`src/acc_macros.svh`:
```
// Width and ratio definitions shared by the accelerator data interface
`ifndef ACC_MACROS_SVH
`define ACC_MACROS_SVH

// ============================================================
// Datapath widths
// ============================================================

// One pad beat
`define ACC_PORT_W  32
// One GLB word
`define ACC_SRAM_W  64
// GLB word address, 256 entries
`define ACC_GLB_AW  8
// DRAM base address, plus the direction bit fills one pad beat
`define ACC_DRAM_AW 31
// Pad beats per GLB word
`define ACC_RATIO   2

`endif

```
`src/acc_pkg.sv`:
```
// Shared types of the accelerator data interface: config, GLB request and response
`include "acc_macros.svh"

package acc_pkg;

    // Transfer direction, also bit 0 of the command beat
    typedef enum logic {
        DirIn2Chip = 1'b0,
        DirOut2Off = 1'b1
    } xferDir_e;

    // Transfer config from the register block
    typedef struct packed {
        xferDir_e                dir;
        logic [`ACC_DRAM_AW-1:0] dramBase;
        logic [`ACC_GLB_AW-1:0]  glbBase;
        // Length in GLB words
        logic [`ACC_GLB_AW-1:0]  num;
    } itfCfg_t;

    // One GLB access from a peer
    typedef struct packed {
        logic                   we;
        logic [`ACC_GLB_AW-1:0] addr;
        logic [`ACC_SRAM_W-1:0] wdata;
    } glbReq_t;

    // Read data back to a peer
    typedef struct packed {
        logic [`ACC_SRAM_W-1:0] rdata;
    } glbRsp_t;

    // Beat position inside one GLB word
    typedef logic [$clog2(`ACC_RATIO)-1:0] beatIdx_t;

endpackage

```
`src/ccuRegs.sv`:
```
// AXI4-Lite register block holding the transfer config, start pulse and busy/done status
`timescale 1ns/100ps
`include "acc_macros.svh"

module ccuRegs (
    input  logic              clk,
    input  logic              rst_n,
    // AXI4-Lite write side
    input  logic [3:0]        awaddr,
    input  logic              awvalid,
    output logic              awready,
    input  logic [31:0]       wdata,
    input  logic              wvalid,
    output logic              wready,
    output logic              bvalid,
    input  logic              bready,
    // AXI4-Lite read side
    input  logic [3:0]        araddr,
    input  logic              arvalid,
    output logic              arready,
    output logic [31:0]       rdata,
    output logic              rvalid,
    input  logic              rready,
    // Pad interface control
    output acc_pkg::itfCfg_t  cfg,
    output logic              start,
    input  logic              xferDone
);
    import acc_pkg::*;

    itfCfg_t     cfgQ;
    logic        wrEn;
    logic        rdEn;
    logic        busy;
    logic        done;
    logic [31:0] rdMux;

    // AW and W taken together, one outstanding B at a time
    assign wrEn    = awvalid && wvalid && !bvalid;
    assign awready = wrEn;
    assign wready  = wrEn;
    // One outstanding R at a time
    assign rdEn    = arvalid && !rvalid;
    assign arready = rdEn;
    assign cfg     = cfgQ;

    // ============================================================
    // Write decode, start pulse, status
    // ============================================================
    always_ff @(posedge clk or negedge rst_n) begin
        if (!rst_n) begin
            bvalid <= 1'b0;
            start  <= 1'b0;
            busy   <= 1'b0;
            done   <= 1'b0;
            cfgQ   <= '0;
        end else begin
            start <= 1'b0;
            if (wrEn) begin
                bvalid <= 1'b1;
            end else if (bready) begin
                bvalid <= 1'b0;
            end
            // Config frozen while a transfer runs
            if (wrEn && !busy) begin
                case (awaddr[3:2])
                    2'd0: begin
                        cfgQ.dir <= xferDir_e'(wdata[1]);
                        start    <= wdata[0];
                    end
                    2'd1: cfgQ.dramBase <= wdata[`ACC_DRAM_AW-1:0];
                    2'd2: begin
                        cfgQ.glbBase <= wdata[`ACC_GLB_AW-1:0];
                        cfgQ.num     <= wdata[16 +: `ACC_GLB_AW];
                    end
                    default: ;
                endcase
            end
            // Done is sticky until the next start
            if (start) begin
                busy <= 1'b1;
                done <= 1'b0;
            end else if (xferDone) begin
                busy <= 1'b0;
                done <= 1'b1;
            end
        end
    end

    // ============================================================
    // Read path
    // ============================================================
    always_comb begin
        case (araddr[3:2])
            2'd0:    rdMux = {30'd0, cfgQ.dir, 1'b0};
            2'd1:    rdMux = {1'b0, cfgQ.dramBase};
            2'd2:    rdMux = {8'd0, cfgQ.num, 8'd0, cfgQ.glbBase};
            default: rdMux = {30'd0, done, busy};
        endcase
    end

    always_ff @(posedge clk or negedge rst_n) begin
        if (!rst_n) begin
            rvalid <= 1'b0;
        end else if (rdEn) begin
            rvalid <= 1'b1;
        end else if (rready) begin
            rvalid <= 1'b0;
        end
    end

    // Read data captured with the address
    always_ff @(posedge clk) begin
        if (rdEn) begin
            rdata <= rdMux;
        end
    end

endmodule

```
`config.mk`:
```
export PLATFORM = sky130hd
export DESIGN_NAME = ccuRegs
export DESIGN_NICKNAME = d
export VERILOG_FILES = /design/src/acc_pkg.sv /design/src/ccuRegs.sv
export VERILOG_INCLUDE_DIRS = /design/src
export SDC_FILE = /design/constraint.sdc
export NUM_CORES = 1
export LEC_CHECK = 0
export BUFFER_PORTS_ARGS = -buffer_cell sky130_fd_sc_hd__buf_2
export CAP_MARGIN = 40
export CORE_MARGIN = 2
export CORE_UTILIZATION = 50
export CTS_BUF_LIST = sky130_fd_sc_hd__clkbuf_8
export CTS_CLUSTER_DIAMETER = 150
export DETAILED_ROUTE_END_ITERATION = 8
export MAX_ROUTING_LAYER = met4
export PLACE_DENSITY = 0.86
export SETUP_SLACK_MARGIN = 0.02
export SLEW_MARGIN = 20
export SYNTH_ARGS = -nofsm -noshare
export SYNTH_HDL_FRONTEND = slang
export SYNTH_SLANG_ARGS = --single-unit
```
`constraint.sdc`:
```
create_clock -name clk -period 2.5 [get_ports clk]
set_input_delay 0.125 -clock clk [delete_from_list [all_inputs] [get_ports clk]]
set_output_delay 0.125 -clock clk [all_outputs]
set_load 0.005 [all_outputs]
```
==> results.yml <==
outcome:
  status: "finished clean"
timing:
  finClkSkew_ns: 0.008560
  fmax_ghz: 0.5137
  finalCritPeriodShare_pct: 77.87
  tightest_slew_ns: 0.7063
  hold_viol: 0
  setup_viol: 0
  layout_min_cycle_time_ns: 1.947
  setup-tns-final_ns: 0
  rsz0062_at_grt: "false"
  slew_headroom_pct: 52.81
  drv_slew: 0
  layout_setup_ws_ns: 0.5533
grt:
  grt_pass1_vias: 2269
  grt_max_degree: 54
  overflow: 0
  grt_pass1_wl_um: 11640
  antenna_found_initial: 1
  groute.usage.overall_pct: 21.42
power_and_ir_drop:
  cellPowerDensity_nw_per_um2: 821.9
  power_mw: 3.714
  leakagePower_nw: 2.299
  irDropWorstVdd_uv: 454.3
cts:
  tritoncts: "yes"
  ctsResizeCount: 0
  cts_setup_buffers: 0
  cts_buffers: 9
  cts_root_buf: "clkbuf_8"
  htreeDepth: 3
  clk_pin_slew_ns: 0.09
  ctsHoldBuffers: 20
  clk_latency_ns: 0.35
  cts.sinks: 84
  clockBufferDepth: 2
logic_synthesis:
  syn_avg_cell_area_um2: 17.80
  syn_area_um2: 3418
  yosys_register_bits: 84
  synth-seq-area-share_pct: 66.03
  syn_nets: 240
  yosysWarnings: 0
  synth_cells: 192
  ys_types: 20
placement:
  place_ws_ns: 0.5591
  hpwl_um: 4769
  port_buffers: 127
  gp_congestion: 0.6936
critical_path:
  timing.rr.end: "cfg[25]"
  required_ns: 2.74
  critPathSlowestCell: "nand3b_4"
  r2r_start: "bvalid"
  critPathKind: "register to register"
  cp_max_fo: 31
  worstSetupStartpointType: "register"
  cp_data_arrival_time_ns: 2.18
  r2r_cells: 3
  end_kind: "register"
  ff2ff_setup_slack_ns: 0.55
  slowest_delay_ns: 0.52
  crit_path_cell_trace: "and4bb_2 -> nand3b_4 -> mux2_4"
cells_and_area:
  fill_cells: 468
  area_delta_synth_final_pct: 32.21
  utilization_pct: 67.26
  nets: 392
  drive_gt1_share_pct: 57.88
  final_cell_mix: "buf_2, dfrtp_1, mux2_4"
  final_common_cell: "buf_2"
detailed_routing:
  drc_errors: 0
  wirelength_um: 7364
  wl_met1_um: 3079
  drt_iter0_drc: 45
  viasPerCell: 5.088
  routed-wl-met3_um: 463
  firstDrtPassIters: 4
  highest_layer: "met4"
  routedWlPerCell_um: 17.13
  detail-route-antenna-nets: 0
  wl_met2_um: 3678
  num_vias: 2188
die:
  rows: 30
  chipWidth_um: 86.69
  core_area_um2: 6719
  start_util_pct: 50.88
  dieArea_um2: 7514
  fp.dieH_um: 86.69
  io_pins: 134
min_path:
  hold-path-cell-count: 2
  worstHoldStart: "wdata[28]"
  hold_class: "primary input to register"
  hold_end: "cfg[44]"
run:
  maxCapViolCount: 0
## worst max-delay path, delay by kind of cell, from the launching register on
kind          cells  cell delay, ns
simple gates      2            0.90
mux               1            0.50
flops             1            0.41
## cell families after synthesis
group / Yosys count / synth area share (%)
flip-flops: 84 / 66.03
AND/OR/NAND/NOR: 27 / 5.820
AO/OA/AOI/OAI: 18 / 4.429
buffers and inverters: 12 / 2.416
multiplexers: 50 / 21.19
other: 1 / 0.1097
## final cells by class
cell class                 instances  area (µm²)  share of cell area, %
multi-input combinational         96        1089                  24.09
clock buffer                       9       123.9                  2.741
sequential                        84        2257                  49.94
timing repair buffer             151       865.8                  19.16
tap                               80       100.1                  2.215
antenna                            1       2.502                0.05537
clock inverter                     7       73.82                  1.633
inverter                           2       7.507                 0.1661
## state kept, by name, indices dropped and copies added, names as in the netlist
name    cells
cfg        48
rdata      31
start       1
busy        1
rvalid      1
bvalid      1
done        1
## Yosys cell counts
cell	number	share of area [%]
dfrtp_1	53	39
mux2_4	40	18
edfxtp_1	31	27
and2_1	16	2.9
a22o_1	15	3.8
mux2_2	9	3.0
buf_6	4	1.3
clkbuf_1	4	0.44
nor2_1	3	0.33
nor2b_1	3	0.55
a21o_1	2	0.44
buf_4	2	0.44
inv_1	2	0.22
nand3b_4	2	1.2
a21oi_1	1	0.15
and3b_1	1	0.26
and4bb_2	1	0.37
conb_1	1	0.11
mux4_2	1	0.66
nor3b_1	1	0.22
## per-stage QoR
stage / std cells / area (µm²) / hold slack [ns]
floorplan: 192 / 3418 / -0.1706
global placement: 393 / 4119 / 0.2900
detailed placement: 393 / 4119 / 0.2980
CTS: 429 / 4517 / 0.0007652
global route: 430 / 4519 / 0.0005890
finish: 430 / 4519 / 0.01430
## routing by layer
metal | GRT usage (%) | vias up
li1 | - | 1006
met1 | 25.38 | 1077
met2 | 35.17 | 93
met3 | 4.762 | 12
met4 | 9.517 | 0
met5 | - | -
## how the worst max path moves through the flow
stage | start | endpoint | slack [ns] | depth (start not counted)
after floorplan | rvalid | rdata[0] | 0.19 | 1
after global placement | busy | cfg[26] | 0.56 | 3
after detailed placement | bvalid | cfg[28] | 0.56 | 3
after CTS | bvalid | cfg[25] | 0.54 | 3
after global routing | bvalid | cfg[25] | 0.47 | 3
final | bvalid | cfg[25] | 0.55 | 3
## power by group
group / internal (mW) / total (mW) / switching, mW
clock network: 0.466 / 0.959 / 0.493
logic: 0.542 / 0.840 / 0.299
registers: 1.72 / 1.91 / 0.193
Power figures use the tool's default switching activity.
